`src/include/rvseed_defines.svh`:
```
`ifndef RVSEED_DEFINES_SVH
`define RVSEED_DEFINES_SVH

// datapath widths
`define CPU_WIDTH         64
`define INST_WIDTH        32
`define REG_ADDR_WIDTH    5

// instruction field widths
`define OPCODE_WIDTH      7
`define FUNCT3_WIDTH      3
`define FUNCT7_WIDTH      7

// instruction field positions
`define RD_BASE           7
`define FUNCT3_BASE       12
`define RS1_BASE          15
`define RS2_BASE          20
`define FUNCT7_BASE       25

// major opcodes
`define INST_TYPE_R       7'b0110011     // add, sub
`define INST_TYPE_I       7'b0010011     // addi
`define INST_TYPE_B       7'b1100011     // bne
`define INST_TYPE_S       7'b0100011     // sd
`define INST_JAL          7'b1101111
`define INST_JALR         7'b1100111
`define INST_LUI          7'b0110111
`define INST_AUIPC        7'b0010111
`define INST_SYSTEM       7'b1110011     // only ebreak accepted

// funct3 values
`define INST_ADD_SUB      3'b000
`define INST_ADDI         3'b000
`define INST_BNE          3'b001
`define INST_SD           3'b011
`define INST_JALR_F3      3'b000

// funct7 value for sub, add uses all zeros
`define FUNCT7_SUB        7'b0100000

// full ebreak word
`define INST_EBREAK       32'h0010_0073

// first fetch address
`define RESET_PC          64'h0000_0000_0000_0000

`endif
```
`src/verilog/rvseed_pkg.sv`:
```
package rvseed_pkg;

    // immediate format for imm_gen
    typedef enum logic [2:0] {
        IMM_GEN_I = 3'd0,
        IMM_GEN_S = 3'd1,
        IMM_GEN_B = 3'd2,
        IMM_GEN_U = 3'd3,
        IMM_GEN_J = 3'd4
    } imm_gen_op_e;

    typedef enum logic [0:0] {
        ALU_ADD = 1'b0,
        ALU_SUB = 1'b1
    } alu_op_e;

    // operand pair fed to the alu
    typedef enum logic [1:0] {
        ALU_SRC_REG     = 2'd0, // rs1, rs2
        ALU_SRC_IMM     = 2'd1, // rs1, imm
        ALU_SRC_IMM_PC  = 2'd2, // pc, imm
        ALU_SRC_FOUR_PC = 2'd3  // pc, 4
    } alu_src_e;

    // decoded control for one instruction
    typedef struct packed {
        logic        branch;      // conditional branch (bne)
        logic        jump;        // jal or jalr
        logic        jalr;        // target from rs1
        logic        reg_wen;
        logic        mem_wen;
        imm_gen_op_e imm_gen_op;
        alu_op_e     alu_op;
        alu_src_e    alu_src_sel;
        logic        halt;        // ebreak
        logic        illegal;     // unknown encoding
    } ctrl_sig_t;

endpackage

```
`src/verilog/imm_gen.sv`:
```
`timescale 1ns/1ps
`include "rvseed_defines.svh"

module imm_gen (
    input  logic [`INST_WIDTH-1:0]  inst,
    input  rvseed_pkg::imm_gen_op_e imm_gen_op,
    output logic [`CPU_WIDTH-1:0]   imm
);
    import rvseed_pkg::*;

    logic sign;

    assign sign = inst[`INST_WIDTH-1];

    always_comb begin
        case (imm_gen_op)
            IMM_GEN_I: begin
                imm = {{(`CPU_WIDTH-12){sign}}, inst[31:20]};
            end
            IMM_GEN_S: begin
                imm = {{(`CPU_WIDTH-12){sign}}, inst[31:25], inst[11:7]};
            end
            IMM_GEN_B: begin
                imm = {{(`CPU_WIDTH-13){sign}}, inst[31], inst[7],
                       inst[30:25], inst[11:8], 1'b0};
            end
            IMM_GEN_U: begin
                imm = {{(`CPU_WIDTH-32){sign}}, inst[31:12], 12'b0};
            end
            IMM_GEN_J: begin
                imm = {{(`CPU_WIDTH-21){sign}}, inst[31], inst[19:12],
                       inst[20], inst[30:21], 1'b0};
            end
            default: begin
                imm = '0; // unused encodings
            end
        endcase
    end

endmodule

```
`config.mk`:
```
export PLATFORM = sky130hd
export DESIGN_NAME = imm_gen
export DESIGN_NICKNAME = d
export VERILOG_FILES = /design/src/verilog/rvseed_pkg.sv /design/src/verilog/imm_gen.sv
export VERILOG_INCLUDE_DIRS = /design/src /design/src/include
export SDC_FILE = /design/constraint.sdc
export NUM_CORES = 1
export LEC_CHECK = 0
export BUFFER_PORTS_ARGS = -buffer_cell sky130_fd_sc_hd__buf_2
export CORE_MARGIN = 3
export CORE_UTILIZATION = 34
export DETAILED_ROUTE_END_ITERATION = 16
export PLACE_DENSITY = 0.85
export SYNTH_ARGS = -nofsm -noshare
export SYNTH_HDL_FRONTEND = slang
export SYNTH_SLANG_ARGS = --single-unit
```
`constraint.sdc`:
```
create_clock -name vclk -period 2.3
set_clock_uncertainty 0.2 [all_clocks]
set_input_delay 0.345 -clock vclk [all_inputs]
set_output_delay 0.345 -clock vclk [all_outputs]
set_load 0.05 [all_outputs]
```
## Word level (Yosys, flattened, before mapping)

Index checks and enable logic that the tools add are counted.

- Flip-flop bits (word level): 0
- Input port bits: 35
- Output and inout port bits: 64
- Logic and storage cells: 6

- Eq/ne operators: 4
- Muxes and demuxes: 1
- Reduce and logical (&&, ||, !) cells: 1

Operator list:

| operator | count |
|---|---|
| one-hot mux 64 bit (5 select lines) | 1 |
| == test 3 x 2 -> 1 bit (second input constant) | 2 |
| == test 3 x 1 -> 1 bit (second input constant) | 1 |
| == test 3 bit (second input constant) | 1 |
| logical NOT 3 bit | 1 |

## Logic depth before layout (Yosys ltp)

- Depth in word-level cells: 2
- Gate-level depth with buffers: 5

## Worst setup path before layout

No wires, ideal clock.

- Kind: input port to output port
- Start: in imm_gen_op[0]
- End: out imm[32]
- Data arrival time: 1.946 ns
- Path slack: -0.191 ns
- Cell stages on the path: 4
- Cells stage by stage: buf_2 o21ai_0 and2_1 buf_4

- Word-level cells in the longest chain between the ends: 2

Ends and longest elaborated chain:

| what | line | text |
|---|---|---|
| start, declared | imm_gen.sv:6 | `input rvseed_pkg::imm_gen_op_e imm_gen_op,` |
| == test 3 bit, or another cell as far along | imm_gen.sv:16 | `case (imm_gen_op)` |
| one-hot mux 64 bit (5 select lines) * | imm_gen.sv:16 |  |
| end, declared | imm_gen.sv:7 | `` output logic [`CPU_WIDTH-1:0] imm `` |

Mark *: on every way between the ends. The rest lies on a longest branch, timed or not.

## Worst setup path in the final report

- Start: in imm_gen_op[0]
- End: out imm[15]

The elaborated chain is that of the path after synthesis.

==> results.sh <==
export IMPL_status="finished clean"
export IMPL_synth_area_leader_cell="buf_4"
export IMPL_wl_met2_um=986
export IMPL_syn_to_final_growth_pct=28.7
export IMPL_hold_buffers=0
export IMPL_wl_met3_um=316
export IMPL_whs_endpoint="imm[26]"
export IMPL_final_seq_area_um2=0
export IMPL_netlist_instances=126
export IMPL_period_share_pct=90.5
export IMPL_dr_max_layer_used="met3"
export IMPL_dp_cells=206
export IMPL_wl_um=2140
export IMPL_die_h_um=53.9
export IMPL_antenna_found_initial=0
export IMPL_clkbuf_count=0
export IMPL_path_max_fanout=12
export IMPL_yosys_warnings=0
export IMPL_syn_nets=161
export IMPL_min_from="inst[26]"
export IMPL_wl_met1_um=832
export IMPL_gr_total_overflow=0
export IMPL_fmax_mhz=480
export IMPL_ant_nets=0
export IMPL_powerDensity_nw_per_um2=494
export IMPL_grt_usage_pct=13.6
export IMPL_grt_pass1_vias=782
export IMPL_relSlewSlack_pct=73.8
export IMPL_n_sequential_cell=0
export IMPL_grt_max_degree=34
export IMPL_synthTopCellsByArea="buf_4, a21oi_1, nand2_1"
export IMPL_io_pins=99
export IMPL_rows=16
export IMPL_ys_seq_area_share_pct=0
export IMPL_crit_path_start_kind="input port"
export IMPL_worstSetupPathType="input port to output port"
export IMPL_vias_per_cell=4.67
export IMPL_coreArea_um2=2060
export IMPL_report_final_slew_viol_count=0
export IMPL_fin_cells=206
export IMPL_gp_congestion=0.712
export IMPL_num_antenna_cells=0
export IMPL_hold_viol=0
export IMPL_avgRoutedWirePerCell_um=10.4
export IMPL_crit_required_ns=1.75
export IMPL_hold_path_class="input port to output port"
export IMPL_setup_viol=0
export IMPL_dr_pass1_iters=4
export IMPL_vias=961
export IMPL_ir_worst_vdd_uv=273
export IMPL_yosysUniqueCellTypes=21
export IMPL_cp_arrival_ns=1.54
export IMPL_grt_pass1_wl_um=3210
export IMPL_design_die_area_um2=2910
export IMPL_synth_cell_area_um2=781
export IMPL_synth_top_area_share_pct=30.8
export IMPL_endpoint_kind="output port"
export IMPL_dpl_hpwl_um=1740
export IMPL_cellLeakagePower_nw=0.644
export IMPL_holdPathStages=4
export IMPL_io_buffer_count=92
export IMPL_start_util_pct=37.9
export IMPL_rsz0062_at_grt="no"
export IMPL_drt_first_iter_violations=21
export IMPL_nNetsFinal=216
export IMPL_ctsResizeCount=0
export IMPL_postCtsSetupBuffers=0
export IMPL_dieWidth_um=53.9
export IMPL_drive_gt1_share_pct=58.1
export IMPL_avgSynthCellArea_um2=6.20
export IMPL_max_cap_viol_count=0
export IMPL_worst_pin_slew_ns=0.393
export IMPL_placed_area_um2=1000
export IMPL_fin_crit_ns=2.08
export IMPL_drt_drc_violations_left=0
export IMPL_design_area_um2=1000
-- where the power goes --
group	leakage (nW)	internal [mW]	switching, mW	total [mW]
logic	0.644	0.112	0.384	0.497
registers	0	0	0	0
clock network	0	0	0	0
-- cells in the mapped netlist (all sizes together) --
| cell | count |
|---|---|
| buf | 39 |
| nand2 | 22 |
| a21oi | 17 |
| o22ai | 12 |
| nor2b | 7 |
| nand2b | 6 |
| inv | 5 |
| clkbuf | 4 |
| mux2 | 4 |
| and2 | 2 |
| and2b | 2 |
| and3b | 1 |
| maj3 | 1 |
| mux2i | 1 |
| nor3 | 1 |
| o21ai | 1 |
| o32ai | 1 |
-- worst max path at each step --
stage | slack, ns | depth (start not counted) | startpoint | to
after floorplan | -0.006 | 3 | imm_gen_op[2] | imm[0]
after global placement | 0.24 | 5 | imm_gen_op[0] | imm[15]
after detailed placement | 0.23 | 5 | imm_gen_op[0] | imm[15]
after CTS | 0.23 | 5 | imm_gen_op[0] | imm[15]
after global routing | 0.06 | 5 | imm_gen_op[0] | imm[15]
final | 0.22 | 5 | imm_gen_op[0] | imm[15]
-- cell type report --
class / instances / area (um2)
fillers: 228 / 1060
repair buffers: 96 / 490
multi-input cells: 78 / 462
well taps: 27 / 33.8
inverters: 5 / 18.8
-- per-layer routing --
metal	up-vias	track usage, %
met2	69	26.2
met3	0	1.66
met4	0	0
met5	-	0
met1	401	16.8
li1	491	-
-- cell families after synthesis --
| logic type | count (synthesis) | synth area share [%] |
|---|---|---|
| buffers and inverters | 48 | 42.0 |
| AND/OR/NAND/NOR | 41 | 27.2 |
| AO/OA/AOI/OAI | 31 | 22.3 |
| multiplexers | 5 | 7.05 |
| adder cells (fa/ha/maj) | 1 | 1.44 |
-- cells in the final DEF (no fill, tap or decap) --
master	instances
a21oi_1	17
and2_0	1
and2_2	1
and2b_1	2
and3b_1	1
buf_2	92
buf_4	4
inv_1	5
maj3_2	1
mux2_2	4
mux2i_1	1
nand2_1	22
nand2b_1	5
nand2b_4	1
nor2b_1	7
nor3_1	1
o21ai_0	1
o22ai_1	12
o32ai_2	1
-- worst max-delay path: stages --
cell and delay [ns]:
buf_2 0.21, and2_0 0.40, a21oi_1 0.12, o22ai_1 0.17, buf_2 0.29
-- metrics by stage --
step / hold slack [ns] / worst slack, ns / TNS (ns) / util (%) / power (mW)
floorplan: 0.746 / -0.00576 / -0.00576 / - / 0.440
global placement: 0.869 / 0.235 / 0 / 48.7 / 0.496
detailed placement: 0.874 / 0.235 / 0 / 48.7 / 0.499
CTS: 0.875 / 0.230 / 0 / 48.7 / 0.499
global route: 0.894 / 0.0615 / 0 / 48.7 / 0.525
finish: 0.873 / 0.218 / 0 / 48.7 / 0.497
(Power assumes the default switching activity.)
