===== config.mk =====
export PLATFORM = sky130hd
export DESIGN_NAME = regfile
export DESIGN_NICKNAME = d
export VERILOG_FILES = /design/src/verilog/regfile.sv
export VERILOG_INCLUDE_DIRS = /design/src /design/src/include
export SDC_FILE = /design/constraint.sdc
export NUM_CORES = 2
export LEC_CHECK = 0
export BUFFER_PORTS_ARGS = -buffer_cell sky130_fd_sc_hd__buf_2
export CAP_MARGIN = 25
export CORE_MARGIN = 4
export CORE_UTILIZATION = 24
export DETAILED_ROUTE_END_ITERATION = 6
export SYNTH_ARGS = -nofsm -noshare
export SYNTH_HDL_FRONTEND = slang
export SYNTH_SLANG_ARGS = --single-unit

===== constraint.sdc =====
create_clock -name clk -period 2.5 [get_ports clk]
set_clock_uncertainty 0.05 [all_clocks]
set_input_delay 0.375 -clock clk [delete_from_list [all_inputs] [get_ports clk]]
set_output_delay 0.375 -clock clk [all_outputs]
set_load 0.03 [all_outputs]

===== src/include/rvseed_defines.svh =====
`ifndef RVSEED_DEFINES_SVH
`define RVSEED_DEFINES_SVH

// datapath widths
`define CPU_WIDTH         64
`define INST_WIDTH        32
`define REG_ADDR_WIDTH    5

// instruction field widths
`define OPCODE_WIDTH      7
`define FUNCT3_WIDTH      3
`define FUNCT7_WIDTH      7

// instruction field positions
`define RD_BASE           7
`define FUNCT3_BASE       12
`define RS1_BASE          15
`define RS2_BASE          20
`define FUNCT7_BASE       25

// major opcodes
`define INST_TYPE_R       7'b0110011     // add, sub
`define INST_TYPE_I       7'b0010011     // addi
`define INST_TYPE_B       7'b1100011     // bne
`define INST_TYPE_S       7'b0100011     // sd
`define INST_JAL          7'b1101111
`define INST_JALR         7'b1100111
`define INST_LUI          7'b0110111
`define INST_AUIPC        7'b0010111
`define INST_SYSTEM       7'b1110011     // only ebreak accepted

// funct3 values
`define INST_ADD_SUB      3'b000
`define INST_ADDI         3'b000
`define INST_BNE          3'b001
`define INST_SD           3'b011
`define INST_JALR_F3      3'b000

// funct7 value for sub, add uses all zeros
`define FUNCT7_SUB        7'b0100000

// full ebreak word
`define INST_EBREAK       32'h0010_0073

// first fetch address
`define RESET_PC          64'h0000_0000_0000_0000

`endif

===== src/verilog/regfile.sv =====
`timescale 1ns/1ps
`include "rvseed_defines.svh"

module regfile (
    input  logic                       clk,
    input  logic                       reset,
    input  logic                       wen,
    input  logic [`REG_ADDR_WIDTH-1:0] waddr,
    input  logic [`REG_ADDR_WIDTH-1:0] raddr1,
    input  logic [`REG_ADDR_WIDTH-1:0] raddr2,
    input  logic [`CPU_WIDTH-1:0]      wdata,
    output logic [`CPU_WIDTH-1:0]      rdata1,
    output logic [`CPU_WIDTH-1:0]      rdata2
);

    localparam int NUM_REGS = 1 << `REG_ADDR_WIDTH;

    logic [`CPU_WIDTH-1:0] regs [NUM_REGS];

    always_ff @(posedge clk) begin
        if (reset) begin
            for (int i = 0; i < NUM_REGS; i++) begin
                regs[i] <= '0;
            end
        end else if (wen && (waddr != '0)) begin // x0 never written
            regs[waddr] <= wdata;
        end
    end

    // combinational reads, x0 hardwired to zero
    assign rdata1 = (raddr1 == '0) ? '0 : regs[raddr1];
    assign rdata2 = (raddr2 == '0) ? '0 : regs[raddr2];

endmodule


# --- After elaboration in Yosys (flattened, before gate mapping) ---
# Memories as Yosys holds them, arrays and structs flattened.
# Cells that the tools add are included.
word_totals:
  n_memories: 1
  inputBits: 82
  output_inout_bits: 128
  mem_bits_rw: 2048
  ff_bits: 0
  wordCells: 16
memory_table:
  columns: ["memory", "depth", "word_bits", "read_ports", "rd_clocked_by_memory_dff", "write_ports", "line", "source"]
  rows:
  - ["regs", 32, 64, 2, 0, 32, "regfile.sv:18", "logic [`CPU_WIDTH-1:0] regs [NUM_REGS];"]
classes:
  mux: 10
  reduce_logical: 5
ops:
  columns: ["cell", "count"]
  rows:
  - ["$mux 64", 3]
  - ["$reduce_or 64->1", 1]
  - ["$logic_not 5->1", 2]
  - ["$mux 1", 6]
  - ["$mux 5", 1]
  - ["$reduce_bool 5->1", 1]
  - ["$logic_and 1x1->1", 1]

# --- Depth between registers and ports, before layout ---
depth:
  ltp_word: 7
  depth_mapped: 10
  mapped_depth_nobuf: 5

# --- Least setup slack after synthesis ---
# Ideal clock, no wire load.
synth_path:
  path_type: "input -> output"
  startpoint: "input port raddr1[0]"
  endpoint: "output port rdata1[42]"
  t_required_ns: 2.075
  slack_ns: -0.894
  path_stages: 9
  path_buffers: 5
  arrival_ns: 2.969
  path_cell_list: "buf_4 buf_6 buf_6 buf_6 buf_8 mux2i_1 o22ai_1 a211oi_1 a2111oi_0"
synth_via:
  elab_chain_len: 2
  elab_cells_between_ends: 3
  classes_between: "mux: 1; reduce/logical: 1; memory: 1"
synth_rtl:
  columns: ["element", "line", "source"]
  rows:
  - ["start: declaration", "regfile.sv:9", "input logic [`REG_ADDR_WIDTH-1:0] raddr1,"]
  - ["$mem_v2 32x64 or $logic_not 5->1 (tied branches)", null, null]
  - ["$mux 64 (*)", "regfile.sv:31", "assign rdata1 = (raddr1 == '0) ? '0 : regs[raddr1];"]
  - ["end: declaration", "regfile.sv:12", "output logic [`CPU_WIDTH-1:0] rdata1,"]
# Mark *: on every way between the ends. The rest lies on a longest branch, timed or not.

==> run_results.csv <==
group,metric,value,unit
run_status,status,"finished with violations",
run_status,violations,"negative setup slack",
sta,setup_tns,-64.69,ns
routing,wl_per_cell,33.8,um
worst_setup_path,crit_required,2.08,ns
placement,placed_area,125000,um^2
synth,syn_area,108000,um^2
cts,cts_root_buf,"clkbuf_16",
finish,top_regs,"regs (2048)",
routing,drt_iter0_drc,10400,
placement,hpwl,295000,um
cts,cts.clk_slew.worst_paths,0.07,ns
global_route,grt.overflow.total,0,
cts,htree_levels,4,
finish,nets,7673,
die,die_y,680,um
die,rows,246,
die,core,449000,um^2
worst_hold_path,min_path_cells,2,
power,p_leak,0.0462,uW
sta,hold_violations,0,
routing,routed-wl-met3,47500,um
routing,met2WireLength,219000,um
routing,vias,73500,
finish,area_growth,23.9,%
finish,most-common-layout-cells,"edfxtp_1, and2_1, mux4_2, buf_4, mux2i_1",
synth,synth_compound_area_share,3.75,%
synth,synth.area.top_cells,"edfxtp_1, mux4_2, and2_1",
finish,final_cell_area,134000,um^2
finish,largest_register,"regs",
synth,synthSimpleGateAreaFrac,12.8,%
cts,cts_buffer_depth,4,
synth,yosys_warnings,0,
routing,finalWirelength,464000,um
worst_setup_path,start_kind,"flop",
sta,final_max_slew_viol_count,0,
sta,maxSlewHeadroom,30.3,%
global_route,grt_pass1_wl,629000,um
routing,wl_met1,156000,um
worst_hold_path,hold_path_startpoint,"wdata[7]",
worst_setup_path,cpMostUsedCell,"a2111oi_4",
synth,synth_ff_type,"edfxtp_1",
synth,synth_edf_count,2048,
worst_setup_path,cp_num_buf_inv,1,
placement,portBuffers,209,
worst_setup_path,cp.arrival,2.86,ns
worst_setup_path,critPathSlowestCell,"a2111oi_4",
routing,top_layer,"met5",
cts,cts_buffers,199,
global_route,grt_pass1_vias,74200,
synth,synth_sequential_area_ratio,56.8,%
global_route,grtUsageTotal,19.5,%
cts,cts.sinks,2048,
synth,syn_area_per_cell,15.3,um^2
synth,ys_types,44,
sta,finalCritPeriodShare,131,%
finish,fillers,43800,
worst_setup_path,end_kind,"primary output",
job,maxCapViolCount,0,
sta,worstMarginPinSlew,1.05,ns
placement,place_ws,-1.24,ns
synth,synth_top_area_share,56.8,%
sta,fin_ws,-0.784,ns
routing,via_per_inst,5.35,
synth,synthCells,7055,
synth,ys_async_sr_fraction,0,%
routing,antenna_left,0,
synth,synth_top_family_by_area,"multiplexers",
synth,yosys-mux-area-fraction,23.5,%
synth,synth.largest_area_cell,"edfxtp_1",
worst_hold_path,hold_end,"regs[17][7]",
finish,largest_reg_flops,2048,
synth,synth_xor_area_share,0,%
die,dieArea,462000,um^2
sta,post-route-min-period,3.28,ns
finish,layout-drive-gt1-share,35.5,%
routing,dr.pass1.iters,6,
placement,gp_congestion,0.894,
die,die_x,680,um
worst_setup_path,slowest_delay,0.82,ns
sta,rsz0062_at_grt,"true",
sta,setup_viol,128,
synth,synth-seq-cells,2048,
worst_setup_path,crit_fanout,2,
global_route,antenna_found_initial,90,
die,top_level_ports,210,
worst_setup_path,crit_type,"reg2out",
global_route,grt_max_degree,71,
die,initial_core_util,24.1,%
sta,max_freq,304,MHz
power,vdd_drop_max,0.637,mV
worst_hold_path,hp-class,"in2reg",
synth,synth-adder-area-share,0,%
worst_setup_path,crit_family,"compound AO/OA/AOI/OAI gates",
routing,drc_errors,0,
cts,cts_tree,"built",
finish,final_common_cell,"edfxtp_1",
power,p_per_area,637,nW/um^2
worst_setup_path,cp_cell_sequence,"mux4_2 -> mux2i_2 -> nor2_2 -> a2111oi_4 -> a2111oi_4 -> buf_12",
==> metrics by stage <==
stage,instances,hold slack (ns),power [uW],utilization (%)
after global routing,13700,0.0663,87400,29.9
after global placement,13300,0.933,54200,27.9
after detailed placement,13300,0.941,54500,27.9
final,13700,0.0494,85500,29.9
after floorplan,7118,0.523,47800,-
after CTS,13700,0.00662,85400,29.8
==> cells in the mapped netlist, types with 2 or more instances <==
cell type / count
edfxtp_1: 2048
and2_1: 1986
mux4_2: 906
clkbuf_1: 575
mux2i_1: 363
mux2_2: 122
nand2_1: 108
buf_2: 107
o22ai_1: 100
a22oi_1: 74
a221oi_1: 58
nor2_1: 57
o221ai_1: 54
a21oi_1: 49
buf_1: 47
a21o_1: 42
buf_4: 36
or2_2: 35
and3_1: 31
a22o_1: 30
a32oi_1: 30
o2111ai_1: 30
o211ai_1: 30
buf_6: 23
nand3_1: 22
nor2b_1: 15
a2111oi_0: 12
a211oi_1: 11
o21ai_0: 10
nor4_1: 9
nand2b_1: 7
o22a_1: 6
nand3b_1: 5
nor3_1: 4
a32o_1: 2
or3_1: 2
or3b_1: 2
==> power breakdown <==
part,total [uW],internal (uW),switching [uW]
clock network,30600,16800,13700
logic,14300,6190,8070
registers,40700,39700,1010
==> worst max-delay path by stage <==
stage	startpoint	to	slack, ns	cells after the start
finish	regs[0][23]	rdata1[23]	-0.78	6
global route	regs[4][42]	rdata1[42]	-0.83	8
CTS	regs[31][63]	rdata1[63]	-0.81	5
detailed placement	raddr1[0]	rdata1[23]	-1.24	8
global placement	raddr1[0]	rdata1[23]	-1.51	8
floorplan	raddr2[0]	rdata2[29]	-0.12	7
==> kinds of logic after synthesis <==
| kind of cell | count (synthesis) |
|---|---|
| muxes | 1391 |
| and+or+nand+nor | 2284 |
| DFF | 2048 |
| other | 1 |
| buffers and inverters | 792 |
| AOI/OAI and AO/OA | 539 |
==> repair_timing <==
| item | 4_1_cts | 5_1_grt |
|---|---|---|
| gates resized for setup | 544 | 64 |
| pin swaps | 231 | 75 |
| cloned | 3 | 1 |
| buffers inserted | 34 | 11 |
| hold buffers | 1 | 0 |
| hold endpoints to repair | 1 | 0 |
| setup endpoints to repair | 128 | 128 |
==> layer usage <==
layer  global-route usage [%]  vias to the layer above
met3                     4.27                     1481
met5                        0                        -
met1                     22.3                    38300
met2                     31.7                     5349
li1                         -                    28300
met4                     15.2                       19
==> cell type report <==
type                       instances  area, um^2  area share (%)
clock inverter                   111        1160           0.865
sequential                      2048       61500            45.8
antenna                           58         145           0.108
inverter                           2        8.76         0.00653
multi-input combinational       4278       46100            34.3
tap                             5952        7450            5.55
clock buffer                     231        5100            3.80
timing repair buffer            1062       12700            9.50
Power figures use the tool's default switching activity.
