--- src/include/rvseed_defines.svh ---
`ifndef RVSEED_DEFINES_SVH
`define RVSEED_DEFINES_SVH

// datapath widths
`define CPU_WIDTH         64
`define INST_WIDTH        32
`define REG_ADDR_WIDTH    5

// instruction field widths
`define OPCODE_WIDTH      7
`define FUNCT3_WIDTH      3
`define FUNCT7_WIDTH      7

// instruction field positions
`define RD_BASE           7
`define FUNCT3_BASE       12
`define RS1_BASE          15
`define RS2_BASE          20
`define FUNCT7_BASE       25

// major opcodes
`define INST_TYPE_R       7'b0110011     // add, sub
`define INST_TYPE_I       7'b0010011     // addi
`define INST_TYPE_B       7'b1100011     // bne
`define INST_TYPE_S       7'b0100011     // sd
`define INST_JAL          7'b1101111
`define INST_JALR         7'b1100111
`define INST_LUI          7'b0110111
`define INST_AUIPC        7'b0010111
`define INST_SYSTEM       7'b1110011     // only ebreak accepted

// funct3 values
`define INST_ADD_SUB      3'b000
`define INST_ADDI         3'b000
`define INST_BNE          3'b001
`define INST_SD           3'b011
`define INST_JALR_F3      3'b000

// funct7 value for sub, add uses all zeros
`define FUNCT7_SUB        7'b0100000

// full ebreak word
`define INST_EBREAK       32'h0010_0073

// first fetch address
`define RESET_PC          64'h0000_0000_0000_0000

`endif
--- src/verilog/rvseed_pkg.sv ---
package rvseed_pkg;

    // immediate format for imm_gen
    typedef enum logic [2:0] {
        IMM_GEN_I = 3'd0,
        IMM_GEN_S = 3'd1,
        IMM_GEN_B = 3'd2,
        IMM_GEN_U = 3'd3,
        IMM_GEN_J = 3'd4
    } imm_gen_op_e;

    typedef enum logic [0:0] {
        ALU_ADD = 1'b0,
        ALU_SUB = 1'b1
    } alu_op_e;

    // operand pair fed to the alu
    typedef enum logic [1:0] {
        ALU_SRC_REG     = 2'd0, // rs1, rs2
        ALU_SRC_IMM     = 2'd1, // rs1, imm
        ALU_SRC_IMM_PC  = 2'd2, // pc, imm
        ALU_SRC_FOUR_PC = 2'd3  // pc, 4
    } alu_src_e;

    // decoded control for one instruction
    typedef struct packed {
        logic        branch;      // conditional branch (bne)
        logic        jump;        // jal or jalr
        logic        jalr;        // target from rs1
        logic        reg_wen;
        logic        mem_wen;
        imm_gen_op_e imm_gen_op;
        alu_op_e     alu_op;
        alu_src_e    alu_src_sel;
        logic        halt;        // ebreak
        logic        illegal;     // unknown encoding
    } ctrl_sig_t;

endpackage

--- src/verilog/alu.sv ---
`timescale 1ns/1ps
`include "rvseed_defines.svh"

module alu (
    input  rvseed_pkg::alu_op_e   alu_op,
    input  rvseed_pkg::alu_src_e  alu_src_sel,
    input  logic [`CPU_WIDTH-1:0] pc,
    input  logic [`CPU_WIDTH-1:0] reg1_rdata,
    input  logic [`CPU_WIDTH-1:0] reg2_rdata,
    input  logic [`CPU_WIDTH-1:0] imm,
    output logic [`CPU_WIDTH-1:0] result,
    output logic                  zero
);
    import rvseed_pkg::*;

    logic [`CPU_WIDTH-1:0] op_a;
    logic [`CPU_WIDTH-1:0] op_b;

    always_comb begin
        case (alu_src_sel)
            ALU_SRC_REG: begin
                op_a = reg1_rdata;
                op_b = reg2_rdata;
            end
            ALU_SRC_IMM: begin
                op_a = reg1_rdata;
                op_b = imm;
            end
            ALU_SRC_IMM_PC: begin
                op_a = pc;
                op_b = imm;
            end
            default: begin
                op_a = pc;
                op_b = `CPU_WIDTH'd4;
            end
        endcase
    end

    // wraps at 64 bits
    assign result = (alu_op == ALU_SUB) ? op_a - op_b : op_a + op_b;
    assign zero   = (result == '0);

endmodule

--- config.mk ---
export PLATFORM = sky130hd
export DESIGN_NAME = alu
export DESIGN_NICKNAME = d
export VERILOG_FILES = /design/src/verilog/rvseed_pkg.sv /design/src/verilog/alu.sv
export VERILOG_INCLUDE_DIRS = /design/src /design/src/include
export SDC_FILE = /design/constraint.sdc
export NUM_CORES = 1
export LEC_CHECK = 0
export BUFFER_PORTS_ARGS = -buffer_cell sky130_fd_sc_hd__buf_2
export CORE_AREA = 8 8 124 126
export DETAILED_ROUTE_END_ITERATION = 8
export DIE_AREA = 0 0 132 134
export PLACE_DENSITY = 0.87
export SLEW_MARGIN = 20
export SYNTH_ARGS = -nofsm -noshare
export SYNTH_HDL_FRONTEND = slang
export SYNTH_SLANG_ARGS = --single-unit
--- constraint.sdc ---
create_clock -name vclk -period 20.2
set_input_delay 4.04 -clock vclk [all_inputs]
set_output_delay 4.04 -clock vclk [all_outputs]
set_load 0.05 [all_outputs]
# Word-level counts from Yosys, hierarchy flattened
# Cells that the tools add are included.
# classes
n_mux	3
n_reduce_logical	4
n_addsub	2
eq_ne	2
# ops
cell	n
$mux 64	2
$pmux 64 s2	1
$add 64x64->64	1
$logic_not 64->1	1
$sub 64x64->64	1
$reduce_or 2->1	2
$eq 2x1->1 const B	1
$eq 2x2->1 const B	1
$logic_not 2->1	1
# word_totals
input_bits	259
out_inout_bits	65
reg_bits	0

# Longest topological paths before layout
# logic_depth
word_depth	6
depth_mapped	34
ltp_nobuf	27

# Worst setup path after synthesis
# No wires, ideal clock.
# synth_timing
path_type	input port to output port
start	input alu_src_sel[1]
end	output zero
slack_ns	4.382
required_time_ns	16.160
stages	33
t_arrival_ns	11.778
path_cell_list	clkbuf_1 -> clkbuf_1 -> inv_1 -> ha_1 -> buf_2 -> buf_2 -> clkbuf_1 -> clkbuf_1 -> a22oi_1 -> or2_2 -> ha_1 -> nand3_1 -> nor3_1 -> and3b_1 -> and2_1 -> nand2_1 -> nor2_1 -> nand2_1 -> o21a_1 -> xnor2_1 -> ha_1 -> buf_2 -> nand2_1 -> or3_1 -> nand2b_1 -> o22ai_1 -> or3_1 -> o311ai_1 -> or3_1 -> or4_2 -> or4_1 -> nor4_1 -> and4_1
# synth_via
elab_chain_cells	6
# synth_lines
item	line	rtl
start, declared	alu.sv:6	input rvseed_pkg::alu_src_e alu_src_sel,
$eq 2x2->1, or another cell as far along	alu.sv:20	case (alu_src_sel)
$reduce_or 2->1 (no source line)	n/a	
$pmux 64 s2 or $mux 64 (tied branches)	alu.sv:20	
$add 64x64->64 or $sub 64x64->64 (tied branches)	alu.sv:41	assign result = (alu_op == ALU_SUB) ? op_a - op_b : op_a + op_b;
$mux 64 (*)	alu.sv:41	
named net result[42]	alu.sv:11	output logic [`CPU_WIDTH-1:0] result,
$logic_not 64->1 (*)	alu.sv:42	assign zero = (result == '0);
end, declared	alu.sv:12	output logic zero
# The timed path passes the listed nets; every way through them passes the cells marked *.

# Worst setup path in the final report
# layout_timing
start	input alu_src_sel[1]
end	output zero
# layout_via
elab_chain_cells	6
# layout_lines
item	line
$eq 2x2->1, or another cell as far along	alu.sv:20
$reduce_or 2->1 (no source line)	n/a
$pmux 64 s2 or $mux 64 (tied branches)	alu.sv:20
$add 64x64->64 or $sub 64x64->64 (tied branches)	alu.sv:41
$mux 64 (*)	alu.sv:41
$logic_not 64->1 (*)	alu.sv:42
# Every way passes the cells marked *; elsewhere a longest branch is shown, timed or not.

==> results.cfg <==
[run_status]
status = complete, no violations

[floorplanning]
ios = 324
dieArea_um2 = 17700
dieHeight_um = 134
fp.coreArea_um2 = 13500
fp.dieW_um = 132
rows = 43
start_util_pct = 52.9

[power]
peakVddDrop_mv = 0.0872
p_per_area_nw_per_um2 = 88.3
p_leak_nw = 3.95

[setup_path]
cpMaxStageDelayCell = nor4_1
slowest_delay_ns = 0.70
startpoint_type = input pin
worstSetupPathType = in2out
crit_fanout = 65
arrival_ns = 12.38
crit_chain = buf_2 > buf_4 > inv_1 > ha_2 > a221oi_2 > nand3_1 > nor4_1 > and4_1 > nor2b_1 > a21oi_1 > xnor2_1 > ha_1 > a21oi_1 > o21ai_0 > a31oi_1 > o22ai_1 > o31ai_4 > xnor2_1 > or3_1 > or4_2 > or4_1 > nor4_1 > and4_1 > buf_2
required_ns = 16.16
end_kind = output port

[cells_and_area]
final_common_cell = buf_2
drive_above_1_share_pct = 30.5
final_cell_mix = buf_2 (324), nor2_1 (143), a21oi_1 (128), xnor2_1 (85), nand2_1 (81)
clkbuf_count = 0
n_sequential_cell = 0
nets = 1675
final_util_pct = 64.5
regArea_um2 = 0
area_growth_pct = 22.0
nFillCells = 1329

[global_routing]
grt_overflow_total = 0
grt_pass1_vias = 9090
grt_max_degree = 71
antenna_found_initial = 0
grt_pass1_wl_mm = 48.1
grtUsageTotal_pct = 32.9

[sta]
rsz0062_at_grt = no
fmax_mhz = 60.9
fin_crit_ns = 16.42
final_hold_viol_count = 0
fin_ws_ns = 3.78
final.setup.tns_ns = 0
holdWs_ns = 8.74
worst_pin_slew_ns = 1.06
drv_slew = 0
finalSetupViolations = 0
period_share_pct = 81.3
maxSlewHeadroom_pct = 29.1

[drt]
dr.pass1.iters = 6
routed_wl_mm = 31.4
drt-initial-drc-count = 1148
vias = 9582
drc_errors = 0
via_per_inst = 6.28
routedWlPerCell_um = 20.6
ant_nets = 0

[place]
place_congestion = 0.999
dp_hpwl_mm = 27.3
io_buffers = 324
place_worst_setup_slack_ns = 3.91

[yosys]
yosysTopAreaCellShare_pct = 11.7
syn_area_um2 = 7140
synthCells = 1083
avgSynthCellArea_um2 = 6.59
syn_nets = 1410
seq_area_frac_synth_pct = 0
ys_warn_count = 0
synthTopCellsByArea = ha_1 (12%), xnor2_1 (10%), mux2_2 (9.8%), a21oi_1 (9.0%), nor2_1 (7.5%)
synth_largest_area_cell = ha_1
ys_types = 70

[clock_tree]
cts_setup_buffers = 0
ctsHoldBuffers = 0
cts_resized = 0

[hold_path]
hp-class = in2out

[flow_run]
drv_cap = 0
stage by stage:
step	cell area, um^2	total power [mW]	cells
floorplan	7140	0.570	1083
global placement	8710	0.754	1526
detailed placement	8710	0.754	1526
CTS	8710	0.756	1526
global route	8710	0.811	1526
finish	8710	0.769	1527
logic make-up after synthesis:
family          synth area share [%]
compound gates                  32.9
xor+xnor                        14.8
fa+ha+maj                       12.0
buf+inv                         6.10
mux                             10.1
simple gates                    24.1
final cells by class:
cell class	instances	area, um^2	share of cell area, %
Multi-Input combinational cell	985	6710	77.0
Inverter	34	128	1.47
Antenna cell	1	2.50	0.0287
Timing Repair Buffer	327	1640	18.9
Tap cell	180	225	2.59
synthesized netlist by cell type (9+ instances only):
cell	n
ha_1	67
nor2_1	143
nand2_1	81
a21o_1	16
a21oi_1	128
a22oi_1	65
o21ai_0	55
nand4_1	22
nor3_1	26
nor4_1	18
xor2_1	36
clkbuf_1	34
inv_1	34
a211oi_1	9
nand3_1	18
o211ai_1	10
buf_2	14
o21bai_1	9
a31oi_1	17
xnor2_1	85
mux2_2	62
o21a_1	12
final timing paths:
| check | startpoint | endpoint | slack [ns] | cells after the start |
|---|---|---|---|---|
| worst max-delay path | alu_src_sel[1] | zero | 3.78 | 24 |
| worst min-delay path | reg1_rdata[0] | result[0] | 8.74 | 5 |
per-layer routing:
metal  vias up  part of all wire [%]  track usage (%)
met5         -                     0                0
met4         0                   2.5             7.66
met3        60                   9.6             7.55
met2       570                    46             55.5
met1      4394                    42             41.6
li1       4558                     -                -
power breakdown:
| group | internal, mW | switching (mW) | total, mW | leakage, nW |
|---|---|---|---|---|
| clock network | 0.0000000000425 | 0 | 0.0000000000519 | 0.00000941 |
| logic | 0.219 | 0.550 | 0.769 | 3.95 |
| registers | 0 | 0 | 0 | 0 |
| total | 0.219 | 0.550 | 0.769 | 3.95 |
worst max-delay path, delay by kind of cell:
family          cells  cell delay [ns]
simple gates        9             3.65
compound gates      7             1.88
buf+inv             4             1.16
fa+ha+maj           2             1.09
xor+xnor            2             0.53
No activity file was read; power rests on OpenSTA's default activity.
