## src/include/rvseed_defines.svh

```systemverilog
`ifndef RVSEED_DEFINES_SVH
`define RVSEED_DEFINES_SVH

// datapath widths
`define CPU_WIDTH         64
`define INST_WIDTH        32
`define REG_ADDR_WIDTH    5

// instruction field widths
`define OPCODE_WIDTH      7
`define FUNCT3_WIDTH      3
`define FUNCT7_WIDTH      7

// instruction field positions
`define RD_BASE           7
`define FUNCT3_BASE       12
`define RS1_BASE          15
`define RS2_BASE          20
`define FUNCT7_BASE       25

// major opcodes
`define INST_TYPE_R       7'b0110011     // add, sub
`define INST_TYPE_I       7'b0010011     // addi
`define INST_TYPE_B       7'b1100011     // bne
`define INST_TYPE_S       7'b0100011     // sd
`define INST_JAL          7'b1101111
`define INST_JALR         7'b1100111
`define INST_LUI          7'b0110111
`define INST_AUIPC        7'b0010111
`define INST_SYSTEM       7'b1110011     // only ebreak accepted

// funct3 values
`define INST_ADD_SUB      3'b000
`define INST_ADDI         3'b000
`define INST_BNE          3'b001
`define INST_SD           3'b011
`define INST_JALR_F3      3'b000

// funct7 value for sub, add uses all zeros
`define FUNCT7_SUB        7'b0100000

// full ebreak word
`define INST_EBREAK       32'h0010_0073

// first fetch address
`define RESET_PC          64'h0000_0000_0000_0000

`endif
```

## src/verilog/rvseed_pkg.sv

```systemverilog
package rvseed_pkg;

    // immediate format for imm_gen
    typedef enum logic [2:0] {
        IMM_GEN_I = 3'd0,
        IMM_GEN_S = 3'd1,
        IMM_GEN_B = 3'd2,
        IMM_GEN_U = 3'd3,
        IMM_GEN_J = 3'd4
    } imm_gen_op_e;

    typedef enum logic [0:0] {
        ALU_ADD = 1'b0,
        ALU_SUB = 1'b1
    } alu_op_e;

    // operand pair fed to the alu
    typedef enum logic [1:0] {
        ALU_SRC_REG     = 2'd0, // rs1, rs2
        ALU_SRC_IMM     = 2'd1, // rs1, imm
        ALU_SRC_IMM_PC  = 2'd2, // pc, imm
        ALU_SRC_FOUR_PC = 2'd3  // pc, 4
    } alu_src_e;

    // decoded control for one instruction
    typedef struct packed {
        logic        branch;      // conditional branch (bne)
        logic        jump;        // jal or jalr
        logic        jalr;        // target from rs1
        logic        reg_wen;
        logic        mem_wen;
        imm_gen_op_e imm_gen_op;
        alu_op_e     alu_op;
        alu_src_e    alu_src_sel;
        logic        halt;        // ebreak
        logic        illegal;     // unknown encoding
    } ctrl_sig_t;

endpackage

```

## src/verilog/ctrl.sv

```systemverilog
`timescale 1ns/1ps
`include "rvseed_defines.svh"

module ctrl (
    input  logic [`INST_WIDTH-1:0]     inst,
    output logic [`REG_ADDR_WIDTH-1:0] reg1_raddr,
    output logic [`REG_ADDR_WIDTH-1:0] reg2_raddr,
    output logic [`REG_ADDR_WIDTH-1:0] reg_waddr,
    output rvseed_pkg::ctrl_sig_t      sig
);
    import rvseed_pkg::*;

    logic [`OPCODE_WIDTH-1:0]   opcode;
    logic [`FUNCT3_WIDTH-1:0]   funct3;
    logic [`FUNCT7_WIDTH-1:0]   funct7;
    logic [`REG_ADDR_WIDTH-1:0] rd;
    logic [`REG_ADDR_WIDTH-1:0] rs1;
    logic [`REG_ADDR_WIDTH-1:0] rs2;

    assign opcode = inst[`OPCODE_WIDTH-1:0];
    assign funct3 = inst[`FUNCT3_BASE+`FUNCT3_WIDTH-1:`FUNCT3_BASE];
    assign funct7 = inst[`FUNCT7_BASE+`FUNCT7_WIDTH-1:`FUNCT7_BASE];
    assign rd     = inst[`RD_BASE+`REG_ADDR_WIDTH-1:`RD_BASE];
    assign rs1    = inst[`RS1_BASE+`REG_ADDR_WIDTH-1:`RS1_BASE];
    assign rs2    = inst[`RS2_BASE+`REG_ADDR_WIDTH-1:`RS2_BASE];

    always_comb begin
        sig             = '0;
        sig.imm_gen_op  = IMM_GEN_I;
        sig.alu_op      = ALU_ADD;
        sig.alu_src_sel = ALU_SRC_REG;
        reg1_raddr      = '0;
        reg2_raddr      = '0;
        reg_waddr       = '0;

        case (opcode)
            `INST_TYPE_R: begin
                sig.reg_wen = 1'b1;
                reg1_raddr  = rs1;
                reg2_raddr  = rs2;
                reg_waddr   = rd;
                if (funct3 != `INST_ADD_SUB) begin
                    sig.illegal = 1'b1;
                end else if (funct7 == `FUNCT7_SUB) begin
                    sig.alu_op = ALU_SUB;
                end else if (funct7 != '0) begin
                    sig.illegal = 1'b1;
                end
            end
            `INST_TYPE_I: begin
                sig.reg_wen     = 1'b1;
                sig.alu_src_sel = ALU_SRC_IMM;
                reg1_raddr      = rs1;
                reg_waddr       = rd;
                sig.illegal     = (funct3 != `INST_ADDI);
            end
            `INST_TYPE_B: begin
                sig.branch     = 1'b1;
                sig.imm_gen_op = IMM_GEN_B;
                sig.alu_op     = ALU_SUB;   // zero flag gives equality
                reg1_raddr     = rs1;
                reg2_raddr     = rs2;
                sig.illegal    = (funct3 != `INST_BNE);
            end
            `INST_TYPE_S: begin
                sig.mem_wen     = 1'b1;
                sig.imm_gen_op  = IMM_GEN_S;
                sig.alu_src_sel = ALU_SRC_IMM; // address rs1 + imm
                reg1_raddr      = rs1;
                reg2_raddr      = rs2;         // store data
                sig.illegal     = (funct3 != `INST_SD);
            end
            `INST_JAL: begin
                sig.jump        = 1'b1;
                sig.reg_wen     = 1'b1;
                sig.imm_gen_op  = IMM_GEN_J;
                sig.alu_src_sel = ALU_SRC_FOUR_PC; // link value
                reg_waddr       = rd;
            end
            `INST_JALR: begin
                sig.jump        = 1'b1;
                sig.jalr        = 1'b1;
                sig.reg_wen     = 1'b1;
                sig.alu_src_sel = ALU_SRC_FOUR_PC;
                reg1_raddr      = rs1;             // target base
                reg_waddr       = rd;
                sig.illegal     = (funct3 != `INST_JALR_F3);
            end
            `INST_LUI: begin
                sig.reg_wen     = 1'b1;
                sig.imm_gen_op  = IMM_GEN_U;
                sig.alu_src_sel = ALU_SRC_IMM;     // x0 + imm
                reg_waddr       = rd;
            end
            `INST_AUIPC: begin
                sig.reg_wen     = 1'b1;
                sig.imm_gen_op  = IMM_GEN_U;
                sig.alu_src_sel = ALU_SRC_IMM_PC;
                reg_waddr       = rd;
            end
            `INST_SYSTEM: begin
                if (inst == `INST_EBREAK) begin
                    sig.halt = 1'b1;
                end else begin
                    sig.illegal = 1'b1;
                end
            end
            default: begin
                sig.illegal = 1'b1;
            end
        endcase

        // an unknown encoding must not change any state
        if (sig.illegal) begin
            sig.branch  = 1'b0;
            sig.jump    = 1'b0;
            sig.jalr    = 1'b0;
            sig.reg_wen = 1'b0;
            sig.mem_wen = 1'b0;
        end
    end

endmodule

```

## config.mk

```make
export PLATFORM = sky130hd
export DESIGN_NAME = ctrl
export DESIGN_NICKNAME = d
export VERILOG_FILES = /design/src/verilog/rvseed_pkg.sv /design/src/verilog/ctrl.sv
export VERILOG_INCLUDE_DIRS = /design/src /design/src/include
export SDC_FILE = /design/constraint.sdc
export NUM_CORES = 1
export LEC_CHECK = 0
export BUFFER_PORTS_ARGS = -buffer_cell sky130_fd_sc_hd__buf_4
export CORE_UTILIZATION = 38
export DETAILED_ROUTE_END_ITERATION = 6
export PLACE_DENSITY = 0.91
export RECOVER_POWER = 50
export SLEW_MARGIN = 20
export SYNTH_ARGS = -nofsm -noshare
export SYNTH_HDL_FRONTEND = slang
export SYNTH_SLANG_ARGS = --single-unit
```

## constraint.sdc

```tcl
create_clock -name vclk -period 7.2
set_input_delay 2.16 -clock vclk [all_inputs]
set_output_delay 2.16 -clock vclk [all_outputs]
set_load 0.005 [all_outputs]
```

* Yosys cells after proc, flatten, opt, wreduce, memory -nomap -nowiden
Index checks and enable logic that the tools add are counted.
** Cells by class
- Equality and inequality tests :: 13
- Mux-type cells :: 21
- Reduce and logical (&&, ||, !) cells :: 10
** Operators by type and width (number)
- equality test 32 x 21 -> 1 bit (second input constant) :: 1
- equality test 7 x 6 -> 1 bit (second input constant) :: 4
- equality test 7 bit (second input constant) :: 4
- two-way mux 5 bit :: 4
- equality test 7 x 5 -> 1 bit (second input constant) :: 2
- two-way mux 1 bit :: 13
- one-hot mux 3 bit (4 select lines) :: 1
- OR reduction 3 bit :: 3
- nonzero test 7 bit :: 1
- one-hot mux 1 bit (6 select lines) :: 1
- one-hot mux 2 bit (3 select lines) :: 1
- OR reduction 2 bit :: 3
- OR reduction 6 bit :: 1
- OR reduction 5 bit :: 1
- != test 3 x 1 -> 1 bit (second input constant) :: 1
- != test 3 x 2 -> 1 bit (second input constant) :: 1
- nonzero test 3 bit :: 1
- one-hot mux 1 bit (2 select lines) :: 1
** Storage, ports and cells
- Flip-flop bits (word level) :: 0

* Logic depth before layout (Yosys ltp)
Gate-level depths: netlist of run 1.
- Depth after elaboration :: 6
- Mapped depth :: 5
- Depth with buffers taken out :: 4

* Worst setup path after synthesis of run 1
Ideal clock, no wire load.
- Path type :: input-to-output
- Start point :: in inst[2]
- End point :: out sig[0] (netlist bit)
- Arrival time :: 3.391 ns
- Setup slack :: 1.649 ns
- Cell stages on the path :: 5
- Path buffers :: 1
- Cell sequence :: buf_2 -> nand4b_2 -> o31ai_1 -> a221o_1 -> or4_1
** RTL lines
- start, declared :: line ctrl.sv:5 : input logic [`INST_WIDTH-1:0] inst,
- end, declared :: line ctrl.sv:9 : output rvseed_pkg::ctrl_sig_t sig

==> results of run 1 <==
==> stage by stage <==
stage | area, um2 | total power, mW
finish | 933 | 0.0323
CTS | 955 | 0.0333
global route | 933 | 0.0352
floorplan | 504 | 0.0134
global placement | 955 | 0.0323
detailed placement | 955 | 0.0332
==> logic make-up after synthesis <==
family,after synthesis
AND/OR/NAND/NOR,59
AO/OA/AOI/OAI,15
buffers and inverters,7
XOR/XNOR,1
==> per-layer routing <==
metal | up-vias | share of wire
met1 | 383 | 0.38
met4 | 0 | 0
met2 | 40 | 0.55
met5 | - | 0
met3 | 0 | 0.070
li1 | 419 | -
==> tightest hold or removal path: stages <==
cell and delay, ns:
buf_4 0.08, and2_1 0.10, buf_4 0.10
==> synthesized netlist by cell type (2+ instances only) <==
master    count
nand2b_1      3
nor2_1        6
nor3_1        5
inv_1         3
o21ai_0       3
nor4_1        7
a21oi_1       4
nand2_1       3
nor3b_1       4
nand3b_1      3
buf_2         2
clkbuf_1      2
and2_1       16
nand3_1       4
a211oi_1      2
==> area by class of cell <==
cell class	count	area, um2	area share
Inverter	3	11.3	0.0121
Multi-Input combinational cell	75	462	0.495
Tap cell	14	17.5	0.0188
Timing Repair Buffer	60	443	0.475
==> report_power, final <==
| group | total, mW | internal [mW] | switching [mW] |
|---|---|---|---|
| logic | 0.0323 | 0.0178 | 0.0144 |
| registers | 0 | 0 | 0 |
| clock network | 0 | 0 | 0 |
| total | 0.0323 | 0.0178 | 0.0144 |
==> final timing paths <==
check | cells past startpoint | slack, ns | end | startpoint
max | 6 | 1.06 | sig[0] | inst[4]
min | 3 | 4.60 | reg2_raddr[4] | inst[24]
==> run metrics, run 1 <==
status=completed; leakage=roughly 0.42 nW; largest family of logic cells by synthesized area=simple AND/OR/NAND/NOR gates; post-DR vias/cell=between 5 and 6; largest net degree at the start of global routing=16; Most Crowded Layer GR=met2; Residual DRC=0; critical path startpoint category=input port; GR Util All Layers=0.255; WL final=about 2.0 mm; GR Overflow Total=0; Hold Slack=about 4.6 ns; crit-path leading delay family=simple AND/OR/NAND/NOR gates; Tcrit/Tclk final=0.852; first-pass GRT wire length=approximately 2.8 mm; Fmax=approximately 160 MHz; port bufs=60; vias in the first global route=around 700; critical path required time=~5.0 ns; WP buf/inv=2; met2 Use GR=0.521; net count after synthesis=114; Place WS=1.34 ns; Final Net Count=between 150 and 200; largest cells by area after synthesis=and2_1 (20%), nor4_1 (8.7%), nor3b_1 (6.0%), nor3_1 (5.0%), nand3b_1 (4.5%); distinct cell type count after synthesis=30; post-synthesis cell count=82; DIE AREA=roughly 1500 um2; Simple-Gate Fraction of Synth Area=0.727; cell area after synthesis=around 500 um2; arrival time at the worst endpoint=3.98 ns; Final ANT Viol Nets=0; wire length per cell=~13 um; endpoints failing setup=0; io pins=60; Die Width=slightly below 40 um; worst min-delay path class=input port to output port; grt met1 use=0.305; HPWL Detailed=between 1.5 and 2 mm; count of warnings emitted by yosys=0; diodes inserted=0; share of post-route cells with drive strength above 1=0.428; cts repair resizes=0; crit end category=output port; met3 Use GR=0.00581; FF/Latch Area=0 um2; mux cell area share after synthesis=0; Slew headroom=0.638; worst-path cell chain=clkbuf_1 > nand4b_1 > o31ai_1 > a221o_1 > or4_1 > buf_4; Setup Crit Path Kind=input port to output port; Post-CTS Setup Inserts=0; Pre-Repair DR Iteration Count=4; most frequent cells in the layout=buf_4 (55), and2_1 (11), nor4_1 (7), nor2_1 (6); area delta synth->final=85.1%; final hold vios=0; via count=between 800 and 900; Seq/Total Area, Yosys=0; RSZ-0062 raised after global routing=false; TNS Setup=0 ns; Final Wtd Congestion=approximately 0.85; adder-cell share of the synthesized area=0; Slew @ Worst Pin=roughly 0.54 ns; pwr/cell area=about 35 nW/um2; Slew Limit Fails=0; XOR/XNOR Fraction of Synth Area=0.0174; setup ws final=between 1 and 1.5 ns; most common cell after layout, fill and taps aside=buf_4; syn avg cell area=6.15 um2; clock buffer count in the final layout=0; # rows=12; Core Util, Final=0.797; min cycle time layout=~6.1 ns; Worst VDD drop=0.0252 mV; slowest cell delay on critical path=0.51 ns; complex-gate fraction of the synthesized area=0.199; post-synth top area cell=and2_1; initial antenna violation count=0; Max Cap Viol=0; core outline area=roughly 1200 um2; Die Y-Extent=around 38 um; num sequential=0; Initial Util=0.431; final std cells w/o fill=152; Initial DRC Count=22; Max FO, Critical Path=14; CTS hold repair buffers=0; CP max-delay cell=or4_1; top cell type's share of synthesized area=0.199; fillcell total=98; placed cells=about 150
No activity file was read; power rests on OpenSTA's default activity.
==> run 2, diff against run 1 <==
PLACE_DENSITY = 0.92   (was 0.91)
==> run 2 against run 1 <==
Effect of this change: combinational power is essentially flat; core utilization did not move; die area is the same; highest routed layer unchanged; final cell count did not move; largest cell class unchanged; setup slack got worse by 0.013 ns; fmax decreased by 0.21%; routed wire length is 2.5% higher; sequential share of layout area unchanged; global-route usage up 2.3 points; hold slack hardly changed; first-iteration DRC count increased by 18%.
==> run metrics, run 2 (synthesized netlist as in run 1, its figures left out) <==
worst-path cell chain=clkbuf_1 > nand4b_1 > o31ai_1 > a221o_1 > or4_1 > buf_4; CP max-delay cell=or4_1; Hold Path End=reg1_raddr[2]; core outline area=between 1000 and 1500 um2; FF/Latch Area=0 um2; share of post-route cells with drive strength above 1=0.428; critical path required time=approximately 5.0 ns; HPWL Detailed=1.71 mm; Setup Crit Path Kind=input port to output port; post-DR vias/cell=5.43; Initial Util=0.431; RSZ-0062 raised after global routing=false; first-pass GRT wire length=3.02 mm; fillcell total=92; Worst VDD drop=between 0.02 and 0.025 mV; Pre-Repair DR Iteration Count=4; fin area=between 900 and 1000 um2; initial antenna violation count=0; status=completed; endpoints failing setup=0; num sequential=0; Post-CTS Setup Inserts=0; Slew Limit Fails=0; diodes inserted=0; placed cell area=around 950 um2; io pins=60; Place WS=approximately 1.3 ns; setup ws final=~1.0 ns; Residual DRC=0; TNS Setup=0 ns; area delta synth->final=85.1%; most frequent cells in the layout=buf_4 (55), and2_1 (11), nor4_1 (7), nor2_1 (6); Tcrit/Tclk final=0.854; port bufs=60; Max FO, Critical Path=14; min cycle time layout=6.15 ns; WHS Path Cells=3; Multi-input gate area=462 um2; arrival time at the worst endpoint=around 4.0 ns; Max Cap Viol=0; GR Util All Layers=0.278; largest net degree at the start of global routing=16; most common cell after layout, fill and taps aside=buf_4; WL final=2.03 mm; crit-path leading delay family=simple AND/OR/NAND/NOR gates; via count=roughly 830; crit end category=output port; wire length per cell=approximately 13 um; # rows=12; clock buffer count in the final layout=0; critical path startpoint category=input port; Slew headroom=0.671; vias in the first global route=between 600 and 700; final hold vios=0; slowest cell delay on critical path=around 0.52 ns; DIE AREA=1480 um2; CTS hold repair buffers=0; Final Wtd Congestion=0.867; GR Overflow Total=0; worst min-delay path class=input port to output port; Final ANT Viol Nets=0; leakage=0.423 nW; Initial DRC Count=26; Slew @ Worst Pin=0.491 ns; pwr/cell area=about 35 nW/um2; Die Y-Extent=roughly 38 um; Final Net Count=about 170; Hold Startpoint=inst[17]; Die Width=38.4 um; Fmax=163 MHz; WP buf/inv=2; cts repair resizes=0
[run 2: cell counts in the layout (fill, tap and decap cells not counted)]
No cell type changed its count.
[run 2: power breakdown]
part	internal (mW)	leakage [nW]	total [mW]	switching (mW)
Combinational	0.0178	0.423	0.0323	0.0145
Sequential	0	0	0	0
Clock	0	0	0	0
[run 2: layout make-up]
class	instances	area share
Multi-Input combinational cell	75	0.495
Inverter	3	0.0121
Tap cell	14	0.0188
Timing Repair Buffer	60	0.475
[run 2: routing by layer]
metal | GRT usage | routed length [um] | up-vias
met1 | 0.349 | 780 | 372
met2 | 0.551 | 1120 | 35
met3 | 0 | 121 | 0
li1 | - | - | 418
met5 | 0 | 0 | -
met4 | 0 | 0 | 0
[run 2: worst max path at each step]
stage | depth (start not counted) | to | startpoint | slack (ns)
2_1_floorplan | 5 | sig[0] | inst[2] | 1.65
3_3_place_gp | 6 | sig[0] | inst[6] | 1.35
3_5_place_dp | 6 | sig[0] | inst[6] | 1.32
4_1_cts | 6 | sig[0] | inst[6] | 1.31
5_1_grt | 6 | sig[0] | inst[4] | 0.93
6_report | 6 | sig[0] | inst[4] | 1.05
[run 2: per-stage QoR]
step / hold slack, ns / utilization / power (mW) / std cells
after floorplan: 4.43 / - / 0.0134 / 82
after global placement: 4.60 / 0.815 / 0.0323 / 152
after detailed placement: 4.60 / 0.815 / 0.0332 / 152
after CTS: 4.60 / 0.815 / 0.0333 / 152
after global routing: 4.61 / 0.797 / 0.0356 / 152
final: 4.60 / 0.797 / 0.0323 / 152
==> run 3, diff against run 2 <==
CORE_ASPECT_RATIO = 1.1   (was unset)
CORE_UTILIZATION = 35   (was 38)
PLACE_DENSITY = 0.86   (was 0.92)
clock period = 6 ns   (was 7.2 ns; I/O delays follow)
==> run 3 against run 2 <==
Effect of this change: clock-buffer cell count is the same; largest power group unchanged; die area increased by 8.1%; largest cell class unchanged; core utilization decreased by 10 points; critical path depth is the same; non-clock buffer count is the same; hold slack worse by 0.72 ns.
==> run metrics, run 3 (synthesized netlist as in run 1, its figures left out) <==
pwr/cell area=slightly above 40 nW/um2; initial antenna violation count=0; Die Width=~38 um; # rows=14; TNS Setup=0 ns; Max Cap Viol=0; clock buffer count in the final layout=0; vias in the first global route=658; Setup Crit Path Kind=input port to output port; wire length per cell=around 13 um; Residual DRC=0; arrival time at the worst endpoint=3.62 ns; most frequent cells in the layout=buf_4 (56), and2_1 (10), nor4_1 (7), nor2_1 (6), and2_0 (6); Max FO, Critical Path=14; post-DR vias/cell=approximately 5.4; Post-CTS Setup Inserts=0; RSZ-0062 raised after global routing=false; final hold vios=0; Slew @ Worst Pin=0.536 ns; Initial DRC Count=14; Worst VDD drop=roughly 0.021 mV; Slew Limit Fails=0; worst min-delay path class=input port to output port; largest net degree at the start of global routing=16; met1 WL=~830 um; Slew headroom=0.641; first-pass GRT wire length=slightly below 3 mm; CTS hold repair buffers=0; WL final=around 1.9 mm; Fmax=185 MHz; leakage=between 0.4 and 0.5 nW; FF/Latch Area=0 um2; cts repair resizes=0; port bufs=60; via count=just over 800; Pre-Repair DR Iteration Count=5; Met2 Wirelength=roughly 950 um; GR Overflow Total=0; Tcrit/Tclk final=0.903; status=completed; share of post-route cells with drive strength above 1=0.428; num sequential=0; crit end category=output port; io pins=60; Final Wtd Congestion=0.847; Final Total Pwr=roughly 39 uW; HPWL Detailed=~1.6 mm; min cycle time layout=~5.4 ns; diodes inserted=0; Final Net Count=172; Top Metal Used=met3; DIE AREA=about 1600 um2; Initial Util=0.374; wire length on met3=about 170 um; area delta synth->final=85.6%; core outline area=roughly 1300 um2; critical path required time=4.20 ns; Die Y-Extent=roughly 42 um; Final ANT Viol Nets=0; most common cell after layout, fill and taps aside=buf_4; GR Util All Layers=0.236; fillcell total=between 100 and 150; critical path startpoint category=input port; endpoints failing setup=0
-- run 3: worst paths after layout --
path              startpoint             to  slack [ns]  cells after the start
setup / recovery     inst[4]         sig[0]        0.58                      6
hold / removal      inst[17]  reg1_raddr[2]        3.88                      3
-- run 3: worst max-delay path, stage by stage --
cell and delay, ns:
clkbuf_1 0.37, nand4b_1 0.30, o31ai_1 0.11, a221o_1 0.38, or4_1 0.51, buf_4 0.15
-- run 3: area by class of cell --
| type | instances | area [um2] | area share |
|---|---|---|---|
| multi-input combinational | 75 | 462 | 0.493 |
| inverter | 3 | 11.3 | 0.0120 |
| timing repair buffer | 60 | 443 | 0.473 |
| tap | 16 | 20.0 | 0.0214 |
-- run 3: through the flow --
step	setup WS, ns	utilization	hold slack (ns)	area [um2]	cells
2_1_floorplan	1.17	-	3.71	504	82
3_3_place_gp	0.874	0.710	3.88	957	154
3_5_place_dp	0.863	0.710	3.88	957	154
4_1_cts	0.863	0.710	3.88	957	154
5_1_grt	0.457	0.694	3.90	936	154
6_report	0.583	0.694	3.88	936	154
-- run 3: routing by layer --
metal | vias to the layer above | track usage
li1 | 420 | -
met1 | 369 | 0.319
met2 | 36 | 0.414
met3 | 0 | 0.0267
met4 | 0 | 0
met5 | - | 0
-- run 3: power breakdown --
part           internal (mW)  switching (mW)  total, mW
combinational         0.0214          0.0172     0.0385
sequential                 0               0          0
clock                      0               0          0
total                 0.0214          0.0172     0.0385
